`src/source/lsu_cfg.svh`:
```
`ifndef LSU_CFG_SVH
`define LSU_CFG_SVH

// Data word width
`define LSU_XLEN 32

// Byte address width
`define LSU_AW 32

// Register index width
`define LSU_RW 5

`endif

```
`src/source/lsu_pkg.sv`:
```
`include "lsu_cfg.svh"

package lsu_pkg;

    typedef enum logic [3:0] {
        OP_LB,   // Load byte, sign extended
        OP_LBU,  // Load byte, zero extended
        OP_LH,
        OP_LHU,
        OP_LW,
        OP_LWL,  // Merge from the left
        OP_LWR,  // Merge from the right
        OP_LUI,  // No bus cycle
        OP_SB,
        OP_SH,
        OP_SW
    } lsu_op_e;

    typedef struct packed {
        lsu_op_e                op;
        logic [`LSU_XLEN-1:0]   base;
        logic [15:0]            offset;
        logic [`LSU_XLEN-1:0]   rt_data;  // Old target value or store source
        logic [`LSU_RW-1:0]     rt;
    } lsu_req_t;

    typedef struct packed {
        lsu_op_e                op;
        logic [`LSU_AW-1:0]     adr;      // Word aligned
        logic [1:0]             lane;     // Byte offset in word
        logic                   we;
        logic [`LSU_XLEN/8-1:0] sel;
        logic [`LSU_XLEN-1:0]   wdat;
        logic [`LSU_XLEN-1:0]   rt_data;
        logic [`LSU_RW-1:0]     rt;
        logic [15:0]            imm;
    } lsu_cmd_t;

    typedef struct packed {
        logic [`LSU_RW-1:0]     rt;
        logic [`LSU_XLEN-1:0]   data;
    } lsu_wb_t;

    typedef struct packed {
        logic                   cyc;
        logic                   stb;
        logic                   we;
        logic [`LSU_XLEN/8-1:0] sel;
        logic [`LSU_AW-1:0]     adr;
        logic [`LSU_XLEN-1:0]   dat;
    } lsu_wbm_o_t;

    typedef struct packed {
        logic                   ack;
        logic [`LSU_XLEN-1:0]   dat;
    } lsu_wbm_i_t;

endpackage

```
`src/source/lsu_load_align.sv`:
```
`timescale 1ns/1ps
`include "lsu_cfg.svh"

module lsu_load_align (
    input  logic                 clk,
    input  logic                 arst_n,

    input  logic                 cap_valid,
    output logic                 cap_ready,
    input  lsu_pkg::lsu_cmd_t    cap_cmd,
    input  logic [`LSU_XLEN-1:0] cap_dat,

    output logic                 wb_valid,
    input  logic                 wb_ready,
    output lsu_pkg::lsu_wb_t     wb
);

    localparam logic [`LSU_XLEN-1:0] ALL_ONES = '1;

    logic [4:0]           shl_amt;
    logic [4:0]           shr_amt;
    logic [`LSU_XLEN-1:0] dat_shr;
    logic [7:0]           byte_v;
    logic [15:0]          half_v;
    lsu_pkg::lsu_wb_t     result;

    // Lane 0 sits at the top of the word
    assign shl_amt = {cap_cmd.lane, 3'b000};
    assign shr_amt = {~cap_cmd.lane, 3'b000};  // 8 * (3 - lane)
    assign dat_shr = cap_dat >> shr_amt;
    assign byte_v  = dat_shr[7:0];
    assign half_v  = cap_cmd.lane[1] ? cap_dat[15:0] : cap_dat[31:16];

    always_comb begin
        result.rt = cap_cmd.rt;
        case (cap_cmd.op)
            lsu_pkg::OP_LB: begin
                result.data = {{(`LSU_XLEN-8){byte_v[7]}}, byte_v};
            end
            lsu_pkg::OP_LBU: begin
                result.data = {{(`LSU_XLEN-8){1'b0}}, byte_v};
            end
            lsu_pkg::OP_LH: begin
                result.data = {{(`LSU_XLEN-16){half_v[15]}}, half_v};
            end
            lsu_pkg::OP_LHU: begin
                result.data = {{(`LSU_XLEN-16){1'b0}}, half_v};
            end
            lsu_pkg::OP_LWL: begin
                // Memory fills from the top, old low bytes survive
                result.data = (cap_dat << shl_amt)
                            | (cap_cmd.rt_data & ~(ALL_ONES << shl_amt));
            end
            lsu_pkg::OP_LWR: begin
                result.data = dat_shr
                            | (cap_cmd.rt_data & ~(ALL_ONES >> shr_amt));  // Keep high bytes
            end
            lsu_pkg::OP_LUI: begin
                result.data = {cap_cmd.imm, 16'h0000};
            end
            default: begin
                result.data = cap_dat;  // lw
            end
        endcase
    end

    // Result register toward the core
    lsu_stage_reg #(
        .payload_t (lsu_pkg::lsu_wb_t)
    ) i_wb_reg (
        .clk       (clk),
        .arst_n    (arst_n),
        .in_valid  (cap_valid),
        .in_ready  (cap_ready),
        .in_data   (result),
        .out_valid (wb_valid),
        .out_ready (wb_ready),
        .out_data  (wb)
    );

    a_no_store_capture: assert property (
        @(posedge clk) disable iff (!arst_n)
        cap_valid |-> !cap_cmd.we
    ) else $error("store reached the load aligner");

endmodule

```
`src/source/lsu_req_format.sv`:
```
`timescale 1ns/1ps
`include "lsu_cfg.svh"

module lsu_req_format (
    input  lsu_pkg::lsu_req_t req,
    output lsu_pkg::lsu_cmd_t cmd
);

    logic [`LSU_XLEN-1:0] offset_sx;
    logic [`LSU_XLEN-1:0] eff_addr;
    logic [1:0]           lane;

    assign offset_sx = {{(`LSU_XLEN-16){req.offset[15]}}, req.offset};
    assign eff_addr  = req.base + offset_sx;
    assign lane      = eff_addr[1:0];

    always_comb begin
        cmd         = '0;
        cmd.op      = req.op;
        cmd.adr     = {eff_addr[`LSU_AW-1:2], 2'b00};  // Bus sees whole words only
        cmd.lane    = lane;
        cmd.rt_data = req.rt_data;
        cmd.rt      = req.rt;
        cmd.imm     = req.offset;
        cmd.we      = 1'b0;
        cmd.sel     = '0;
        cmd.wdat    = '0;

        // Big endian lanes, offset 0 is sel[3] and data[31:24]
        case (req.op)
            lsu_pkg::OP_LB,
            lsu_pkg::OP_LBU: begin
                cmd.sel = 4'b1000 >> lane;
            end
            lsu_pkg::OP_LH,
            lsu_pkg::OP_LHU: begin
                cmd.sel = lane[1] ? 4'b0011 : 4'b1100;
            end
            lsu_pkg::OP_LW: begin
                cmd.sel = 4'b1111;
            end
            lsu_pkg::OP_LWL: begin
                cmd.sel = 4'b1111 >> lane;  // Offset up to lane 3
            end
            lsu_pkg::OP_LWR: begin
                cmd.sel = ~(4'b0111 >> lane);  // Lane 0 up to offset
            end
            lsu_pkg::OP_SB: begin
                cmd.we   = 1'b1;
                cmd.sel  = 4'b1000 >> lane;
                cmd.wdat = {4{req.rt_data[7:0]}};  // Byte on every lane
            end
            lsu_pkg::OP_SH: begin
                cmd.we   = 1'b1;
                cmd.sel  = lane[1] ? 4'b0011 : 4'b1100;
                cmd.wdat = {2{req.rt_data[15:0]}};
            end
            lsu_pkg::OP_SW: begin
                cmd.we   = 1'b1;
                cmd.sel  = 4'b1111;
                cmd.wdat = req.rt_data;
            end
            default: begin
                cmd.sel = '0;  // lui never reaches the bus
            end
        endcase
    end

endmodule

```
`src/source/lsu_stage_reg.sv`:
```
`timescale 1ns/1ps

module lsu_stage_reg #(
    parameter type payload_t = logic
) (
    input  logic     clk,
    input  logic     arst_n,

    input  logic     in_valid,
    output logic     in_ready,
    input  payload_t in_data,

    output logic     out_valid,
    input  logic     out_ready,
    output payload_t out_data
);

    logic     full;
    payload_t data_q;

    assign in_ready  = !full || out_ready;  // Empty or draining this cycle
    assign out_valid = full;
    assign out_data  = data_q;

    always_ff @(posedge clk or negedge arst_n) begin
        if (!arst_n) begin
            full <= 1'b0;
        end else if (in_valid && in_ready) begin
            full <= 1'b1;  // Refill even while draining
        end else if (out_ready) begin
            full <= 1'b0;
        end
    end

    always_ff @(posedge clk) begin
        if (in_valid && in_ready) begin
            data_q <= in_data;
        end
    end

    // A stalled entry must neither vanish nor change under the consumer
    a_stall_hold: assert property (
        @(posedge clk) disable iff (!arst_n)
        out_valid && !out_ready |=> out_valid && $stable(out_data)
    ) else $error("stage register output changed while stalled");

endmodule

```
`src/source/lsu_top.sv`:
```
`timescale 1ns/1ps
`include "lsu_cfg.svh"

module lsu_top (
    input  logic                clk,
    input  logic                arst_n,

    input  logic                req_valid,
    output logic                req_ready,
    input  lsu_pkg::lsu_req_t   req,

    output logic                wb_valid,
    input  logic                wb_ready,
    output lsu_pkg::lsu_wb_t    wb,

    output lsu_pkg::lsu_wbm_o_t wbm_o,
    input  lsu_pkg::lsu_wbm_i_t wbm_i
);

    logic                 req_q_valid;
    logic                 req_q_ready;
    lsu_pkg::lsu_req_t    req_q;
    lsu_pkg::lsu_cmd_t    cmd;
    logic                 cap_valid;
    logic                 cap_ready;
    lsu_pkg::lsu_cmd_t    cap_cmd;
    logic [`LSU_XLEN-1:0] cap_dat;

    lsu_stage_reg #(
        .payload_t (lsu_pkg::lsu_req_t)
    ) i_req_reg (
        .clk       (clk),
        .arst_n    (arst_n),
        .in_valid  (req_valid),
        .in_ready  (req_ready),
        .in_data   (req),
        .out_valid (req_q_valid),
        .out_ready (req_q_ready),
        .out_data  (req_q)
    );

    lsu_req_format i_req_format (
        .req (req_q),
        .cmd (cmd)
    );

    lsu_wb_master i_wb_master (
        .clk       (clk),
        .arst_n    (arst_n),
        .cmd_valid (req_q_valid),
        .cmd_ready (req_q_ready),  // Pops the request register
        .cmd       (cmd),
        .cap_ready (cap_ready),
        .cap_valid (cap_valid),
        .cap_cmd   (cap_cmd),
        .cap_dat   (cap_dat),
        .wbm_o     (wbm_o),
        .wbm_i     (wbm_i)
    );

    lsu_load_align i_load_align (
        .clk       (clk),
        .arst_n    (arst_n),
        .cap_valid (cap_valid),
        .cap_ready (cap_ready),
        .cap_cmd   (cap_cmd),
        .cap_dat   (cap_dat),
        .wb_valid  (wb_valid),
        .wb_ready  (wb_ready),
        .wb        (wb)
    );

endmodule

```
`src/source/lsu_wb_master.sv`:
```
`timescale 1ns/1ps
`include "lsu_cfg.svh"

module lsu_wb_master (
    input  logic                 clk,
    input  logic                 arst_n,

    input  logic                 cmd_valid,
    output logic                 cmd_ready,
    input  lsu_pkg::lsu_cmd_t    cmd,

    input  logic                 cap_ready,
    output logic                 cap_valid,
    output lsu_pkg::lsu_cmd_t    cap_cmd,
    output logic [`LSU_XLEN-1:0] cap_dat,

    output lsu_pkg::lsu_wbm_o_t  wbm_o,
    input  lsu_pkg::lsu_wbm_i_t  wbm_i
);

    typedef enum logic [1:0] {
        S_IDLE,
        S_BUS,
        S_DONE
    } state_e;

    state_e               state;
    logic                 bus_q;
    logic                 we_q;
    lsu_pkg::lsu_cmd_t    cmd_q;
    logic [`LSU_XLEN-1:0] dat_q;
    logic                 take;
    logic                 bus_end;

    // Loads and lui wait for room in the aligner, stores go ahead
    assign cmd_ready = (state == S_IDLE) && (cmd.we || cap_ready);
    assign take      = cmd_valid && cmd_ready;
    assign bus_end   = (state == S_BUS) && wbm_i.ack;

    always_ff @(posedge clk or negedge arst_n) begin
        if (!arst_n) begin
            state <= S_IDLE;
            bus_q <= 1'b0;
            we_q  <= 1'b0;
        end else begin
            case (state)
                S_IDLE: begin
                    if (take && cmd.op == lsu_pkg::OP_LUI) begin
                        state <= S_DONE;  // Skip the bus
                    end else if (take) begin
                        state <= S_BUS;
                        bus_q <= 1'b1;
                        we_q  <= cmd.we;
                    end
                end
                S_BUS: begin
                    if (wbm_i.ack) begin
                        bus_q <= 1'b0;
                        we_q  <= 1'b0;
                        state <= cmd_q.we ? S_IDLE : S_DONE;  // Stores end here
                    end
                end
                default: begin
                    if (cap_ready) begin
                        state <= S_IDLE;
                    end
                end
            endcase
        end
    end

    always_ff @(posedge clk) begin
        if (take) begin
            cmd_q <= cmd;
        end
        if (bus_end) begin
            dat_q <= wbm_i.dat;  // Sampled on the ack edge
        end
    end

    assign cap_valid = (state == S_DONE);
    assign cap_cmd   = cmd_q;
    assign cap_dat   = dat_q;

    always_comb begin
        wbm_o.cyc = bus_q;
        wbm_o.stb = bus_q;
        wbm_o.we  = we_q;
        wbm_o.sel = cmd_q.sel;
        wbm_o.adr = cmd_q.adr;
        wbm_o.dat = cmd_q.wdat;
    end

    a_bus_hold: assert property (
        @(posedge clk) disable iff (!arst_n)
        wbm_o.stb && !wbm_i.ack |=> wbm_o.stb && wbm_o.cyc
            && $stable({wbm_o.adr, wbm_o.sel, wbm_o.we, wbm_o.dat})
    ) else $error("bus cycle dropped or changed before ack");

    a_ack_in_cycle: assert property (
        @(posedge clk) disable iff (!arst_n)
        wbm_i.ack |-> wbm_o.stb && wbm_o.cyc
    ) else $error("ack outside a bus cycle");

    a_drop_after_ack: assert property (
        @(posedge clk) disable iff (!arst_n)
        wbm_o.stb && wbm_i.ack |=> !wbm_o.stb && !wbm_o.cyc
    ) else $error("bus cycle held past ack");

endmodule

```
`config.mk`:
```
export PLATFORM = sky130hd
export DESIGN_NAME = lsu_top
export DESIGN_NICKNAME = d
export VERILOG_FILES = /design/src/source/lsu_pkg.sv /design/src/source/lsu_load_align.sv /design/src/source/lsu_req_format.sv /design/src/source/lsu_stage_reg.sv /design/src/source/lsu_top.sv /design/src/source/lsu_wb_master.sv
export VERILOG_INCLUDE_DIRS = /design/src /design/src/source
export SDC_FILE = /design/constraint.sdc
export NUM_CORES = 1
export LEC_CHECK = 0
export BUFFER_PORTS_ARGS = -buffer_cell sky130_fd_sc_hd__buf_4
export CORE_ASPECT_RATIO = 0.9
export CORE_UTILIZATION = 45
export CTS_CLUSTER_SIZE = 30
export DETAILED_ROUTE_END_ITERATION = 16
export PLACE_DENSITY = 0.65
export RECOVER_POWER = 25
export SKIP_CTS_REPAIR_TIMING = 1
export SLEW_MARGIN = 5
export SYNTH_ARGS = -nofsm -noshare
export SYNTH_HDL_FRONTEND = slang
export SYNTH_SLANG_ARGS = --single-unit
```
`constraint.sdc`:
```
create_clock -name clk -period 7.5 [get_ports clk]
set_input_delay 1.125 -clock clk [delete_from_list [all_inputs] [get_ports clk]]
set_output_delay 1.125 -clock clk [all_outputs]
set_load 0.02 [all_outputs]
```
==> results of run 1 <==
-- cell usage after synthesis (4+ instances only) --
| cell | n | share of area |
|---|---|---|
| edfxtp_1 | 284 | 0.63 |
| a222oi_1 | 11 | 0.0081 |
| and2_1 | 12 | 0.0055 |
| a31oi_1 | 4 | 0.0018 |
| o21ai_0 | 34 | 0.013 |
| buf_1 | 6 | 0.0017 |
| nor3_1 | 7 | 0.0026 |
| nand2_1 | 78 | 0.022 |
| mux2i_1 | 34 | 0.025 |
| a22oi_1 | 5 | 0.0028 |
| buf_2 | 10 | 0.0037 |
| a21o_1 | 15 | 0.0083 |
| nand3_1 | 11 | 0.0041 |
| a21oi_2 | 5 | 0.0032 |
| o22a_1 | 7 | 0.0045 |
| nor2b_1 | 13 | 0.0060 |
| buf_4 | 73 | 0.040 |
| a221o_1 | 8 | 0.0059 |
| mux2_2 | 22 | 0.018 |
| nand4_1 | 6 | 0.0028 |
| o2111ai_1 | 7 | 0.0045 |
| clkbuf_1 | 23 | 0.0064 |
| inv_1 | 14 | 0.0039 |
| nor2_1 | 92 | 0.025 |
| o211ai_1 | 16 | 0.0089 |
| a21oi_1 | 99 | 0.037 |
| o311ai_0 | 7 | 0.0045 |
| and3_1 | 5 | 0.0023 |
| xor2_1 | 9 | 0.0058 |
| ha_1 | 31 | 0.029 |
| o221ai_1 | 7 | 0.0045 |
| nand2b_1 | 8 | 0.0037 |
| xnor2_1 | 19 | 0.012 |
| dfrtp_1 | 6 | 0.011 |
-- logic make-up after synthesis --
group	Yosys count	share of synthesized area
XOR/XNOR	28	0.0181
multiplexers	56	0.0434
AO/OA/AOI/OAI	259	0.129
AND/OR/NAND/NOR	245	0.0819
adder cells (fa/ha/maj)	32	0.0301
other	1	0.000277
flip-flops	290	0.641
buffers and inverters	127	0.0564
-- routing by layer --
layer / global-route usage / up-vias / share of wire
li1: - / 4208 / -
met1: 0.310 / 4301 / 0.45
met2: 0.322 / 348 / 0.44
met3: 0.0496 / 49 / 0.080
met4: 0.0582 / 0 / 0.025
met5: 0 / - / 0
-- report_power, final --
part	switching, uW	leakage (uW)	total, uW	internal (uW)
Clock	622	0.000476	1510	889
Combinational	1600	0.00290	2560	961
Sequential	334	0.00276	2920	2580
-- flip-flops by register name, summed over array words and instances (netlist names) --
register                         count
i_wb_master.cap_cmd                126
i_req_reg.out_data                  89
i_load_align.i_wb_reg.out_data      37
i_wb_master.cap_dat                 32
i_wb_master.state                    2
i_load_align.i_wb_reg.out_valid      1
i_req_reg.out_valid                  1
i_wb_master.bus_q                    1
i_wb_master.we_q                     1
-- worst register-to-register path, stage by stage (launching register included) --
cell	delay (ns)
edfxtp_1	0.53
inv_1	0.18
nand2_1	0.50
a21oi_1	0.86
nor2_1	0.24
nor2_4	0.12
buf_4	0.58
buf_4	0.91
-- per-stage QoR --
step	hold slack, ns	cells
2_1_floorplan	0.400	1039
3_3_place_gp	0.402	1564
3_5_place_dp	0.406	1564
4_1_cts	0.357	1620
5_1_grt	0.429	1620
6_report	0.419	1624
-- path summary, 6_finish.rpt --
kind | depth (start not counted) | from | end | slack (ns)
min in group asynchronous | 1 | arst_n | i_req_reg.out_valid$_DFFE_PN0P_ | 0.44
setup / recovery | 6 | i_req_reg.out_data[87]$_DFFE_PP_ | req_ready | 2.88
max in group asynchronous | 1 | arst_n | i_wb_master.we_q$_DFFE_PN0P_ | 6.81
setup reg to reg | 7 | i_req_reg.out_data[87]$_DFFE_PP_ | i_wb_master.cap_cmd[20]$_DFFE_PP_ | 3.17
hold reg to reg | 0 | i_wb_master.cap_cmd[17]$_DFFE_PP_ | i_load_align.i_wb_reg.out_data[33]$_DFFE_PP_ | 0.42
hold / removal | 0 | i_wb_master.cap_cmd[17]$_DFFE_PP_ | i_load_align.i_wb_reg.out_data[33]$_DFFE_PP_ | 0.42
-- area by class of cell --
cell class	count	area [um^2]
fillers	2485	13100
multi-input cells	622	4120
inverters	14	52.6
repair buffers	242	1810
clock inverters	24	233
clock buffers	32	779
well taps	396	495
diodes	4	10.0
flip-flops and latches	290	8680
==> flow_metrics.tcl, run 1 <==
set metrics [dict create \
    place_congestion 0.893 \
    cp_cell_sequence "inv_1 > nand2_1 > a21oi_1 > nor2_1 > o31ai_1 > buf_4" \
    grtUsageTotal 0.214 \
    ys_ff_latch 290 \
    final-setup-viol-count 0 \
    fin_crit_sh 0.617 \
    dpl_cell_area_mm2 0.0152 \
    dpl_worst_slack_ns 3.11 \
    cts_made_buffers 30 \
    antenna_found_initial 3 \
    fp.dieH_um 167 \
    tightest_slew_ns 1.15 \
    drive_gt1_frac 0.270 \
    grt_pass1_vias 8414 \
    synthFlopType "edfxtp_1" \
    fin_worst_skew_ns 0.00971 \
    crit_type "flop to output port" \
    wl_per_cell_um 20.5 \
    rsz0062_at_grt "false" \
    cts.sinks 290 \
    synth_area_mm2 0.0135 \
    critical_path_buf_inv_count 2 \
    portBuffers 233 \
    core.rowCount 59 \
    crit_arrival_ns 3.50 \
    setup_ws_ns 2.88 \
    leakage_uw 0.00614 \
    fin_util 0.554 \
    ys_types 69 \
    clk_pin_slew_ns 0.06 \
    htreeDepth 1 \
    yosysSeqAreaShare 0.641 \
    cap_violations 0 \
    cp-start-kind "flop" \
    synth_enable_flop_cells 284 \
    layout_common_cells "edfxtp_1, buf_4, clkbuf_4" \
    synthToLayoutAreaGrowth_pct 19.5 \
    cts_tree "built" \
    maxSlewHeadroom 0.232 \
    finalNetCount 1358 \
    dieArea_mm2 0.0308 \
    grt-ovfl-total 0 \
    first_pass_iters 9 \
    min_path_type "flop to flop" \
    ys_warn_count 0 \
    grt_first_pass_wirelength_um 49500 \
    ir_worst_vdd_v 0.000235 \
    syn-instance-count 1038 \
    grt_start_max_net_pins 82 \
    critPathTopFamily "compound AO/OA/AOI/OAI gates" \
    cpPeakStageDelay_ns 0.86 \
    die_x_um 185 \
    clock_path_buffers 3 \
    cts_root_buf "clkbuf_16" \
    coreArea_mm2 0.0292 \
    worstSetupEndpointType "output port" \
    layout_commonest_cell "edfxtp_1" \
    hold_viol_final 0 \
    total_power_uw 6990 \
    max_freq_ghz 0.216 \
    vias 8906 \
    drtIter0Drc 782 \
    final_cell_area_mm2 0.0162 \
    viasPerCell 5.48 \
    fin_setup_tns_ns 0 \
    hpwl_um 23700 \
    power_density_mw_per_mm2 432 \
    synthArstFlopShare 0.0207 \
    syn_avg_cell_area_um2 13.0 \
    drc 0 \
    slew_viol_final 0 \
    status "completed" \
    clock_latency_ns 0.55 \
    cp_slowest_cell "a21oi_1" \
    start_util 0.463 \
    finalCriticalPeriod_ns 4.62 \
    worstPathRequired_ns 6.38 \
    crit_fanout 25 \
    final_antenna_net_count 0 \
    wl_um 33300 \
    io_pins 236 \
]
No activity file was read; power rests on OpenSTA's default activity.
==> run 2: changes to the inputs <==
==> constraint.sdc (replaced) <==
create_clock -name clk -period 4.7 [get_ports clk]
set_input_delay 0.705 -clock clk [delete_from_list [all_inputs] [get_ports clk]]
set_output_delay 0.705 -clock clk [all_outputs]
set_load 0.02 [all_outputs]
==> flow_metrics.tcl, run 2 (synthesis gave the netlist of run 1 again) <==
set metrics [dict create \
    status "completed" \
    portBuffers 233 \
    htreeDepth 1 \
    synthToLayoutAreaGrowth_pct 18.8 \
    power_switching_uw 4040 \
    wl_um 33800 \
    place_congestion 0.908 \
    fill_cells 2521 \
    first_pass_iters 6 \
    fin_setup_tns_ns 0 \
    antenna_found_initial 2 \
    layout_commonest_cell "edfxtp_1" \
    cp_slowest_cell "a21oi_1" \
    worstPathRequired_ns 3.99 \
    clk_pin_slew_ns 0.06 \
    grtUsageTotal 0.217 \
    clock_latency_ns 0.56 \
    ir_worst_vdd_v 0.000341 \
    dpl_cell_area_mm2 0.0152 \
    coreArea_mm2 0.0292 \
    cpMostUsedCell "buf_4" \
    fin_crit_sh 0.814 \
    critical_path_buf_inv_count 3 \
    drtIter0Drc 927 \
    cpPeakStageDelay_ns 0.66 \
    fin_worst_skew_ns 0.00986 \
    viasPerCell 5.51 \
    clock_path_buffers 3 \
    finalCriticalPeriod_ns 3.83 \
    vias 8960 \
    drc 0 \
    drive_gt1_frac 0.249 \
    worstSetupEndpointType "output port" \
    grt_pass1_vias 8536 \
    maxSlewHeadroom 0.214 \
    largest_register_ffs 126 \
    die_x_um 185 \
    fp.dieH_um 167 \
    grt_start_max_net_pins 81 \
    cp_cell_sequence "inv_1 > nand2_1 > buf_4 > a21oi_1 > nor2_1 > o31ai_1 > buf_4" \
    start_util 0.463 \
    cap_violations 0 \
    hold_viol_final 0 \
    dieArea_mm2 0.0308 \
    cp-start-kind "flop" \
    final_antenna_net_count 0 \
    tightest_slew_ns 1.17 \
    grt-ovfl-total 0 \
    crit_arrival_ns 3.12 \
    critPathTopFamily "compound AO/OA/AOI/OAI gates" \
    crit_type "flop to output port" \
    comb_power_share 0.376 \
    io_pins 236 \
    cts_made_buffers 30 \
    grt_first_pass_wirelength_um 50300 \
    layout_common_cells "edfxtp_1, buf_4, clkbuf_4" \
    clock_power_share 0.204 \
    switching_share 0.366 \
    crit_fanout 25 \
    slew_viol_final 0 \
    final_cell_area_mm2 0.0161 \
    rsz0062_at_grt "false" \
    p_seq_frac 0.420 \
    wl_per_cell_um 20.8 \
    min_path_type "primary input to flop" \
    cts_root_buf "clkbuf_16" \
    cts.sinks 290 \
    max_freq_ghz 0.261 \
    final-setup-viol-count 0 \
    leakage_uw 0.00608 \
    core.rowCount 59 \
    power_density_mw_per_mm2 685 \
    internal_power_uw 6980 \
    hpwl_um 24100 \
    finalNetCount 1362 \
    cts_tree "built" \
]
run 2: cell types whose count changed in the layout (fill, tap and decap cells not counted), sizes merged:
cell / before / now
clkbuf: 140 / 164
diode: 4 / 1
inv: 15 / 14
dlygate4sd3: 0 / 1
clkinvlp: 7 / 0
bufinv: 4 / 2
buf: 134 / 123
run 2: area by class of cell:
type                       instances  area [um^2]  share of cell area
clock inverter                    14          110             0.00684
tap                              396          495              0.0308
antenna                            1         2.50            0.000156
sequential                       290         8680               0.539
inverter                          14         52.6             0.00327
multi-input combinational        622         4120               0.256
clock buffer                      42          817              0.0508
timing repair buffer             246         1810               0.113
run 2: stage by stage:
stage / power, uW / setup slack, ns / hold slack, ns / utilization / cells
6_report: 11000 / 0.875 / 0.345 / 0.550 / 1625
5_1_grt: 11600 / 0.611 / 0.325 / 0.550 / 1624
4_1_cts: 11100 / 0.906 / -0.0734 / 0.552 / 1623
3_5_place_dp: 8790 / 1.29 / 0.407 / 0.520 / 1567
3_3_place_gp: 8750 / 1.35 / 0.402 / 0.520 / 1567
2_1_floorplan: 7640 / 0.00986 / 0.400 / - / 1039
run 2: final timing paths:
check,depth (start not counted),to,slack (ns),from
worst min register to register,0,i_load_align.i_wb_reg.out_data[34]$_DFFE_PP_,0.41,i_wb_master.cap_cmd[18]$_DFFE_PP_
min in group asynchronous,2,i_req_reg.out_valid$_DFFE_PN0P_,0.56,arst_n
worst min-delay path,1,i_req_reg.out_data[18]$_DFFE_PP_,0.35,req[18]
worst max register to register,8,i_req_reg.out_data[23]$_DFFE_PP_,1.20,i_req_reg.out_data[87]$_DFFE_PP_
max in group asynchronous,2,i_wb_master.we_q$_DFFE_PN0P_,3.89,arst_n
worst max-delay path,7,req_ready,0.87,i_req_reg.out_data[87]$_DFFE_PP_
run 2: power by group through the flow:
stage | registers (uW) | clock network [uW] | logic [uW]
5_1_grt | 4690 | 2410 | 4500
2_1_floorplan | 4540 | 0 | 3110
3_3_place_gp | 4670 | 0 | 4080
4_1_cts | 4620 | 2290 | 4150
3_5_place_dp | 4660 | 0 | 4140
6_report | 4620 | 2250 | 4140
run 2: worst register-to-register path, stage by stage (launching register included):
cell and delay [ns]:
edfxtp_1 0.54, inv_1 0.18, nand2_1 0.07, buf_4 0.23, a21oi_1 0.67, nor2_1 0.24
o31ai_1 0.42, and2_4 0.36, buf_12 0.39
run 2: layer usage:
layer / GRT usage / vias to the layer above / part of all wire
met3: 0.0529 / 45 / 0.094
li1: - / 4203 / -
met1: 0.316 / 4312 / 0.44
met2: 0.329 / 398 / 0.45
met5: 0 / - / 0.00036
met4: 0.0478 / 2 / 0.018
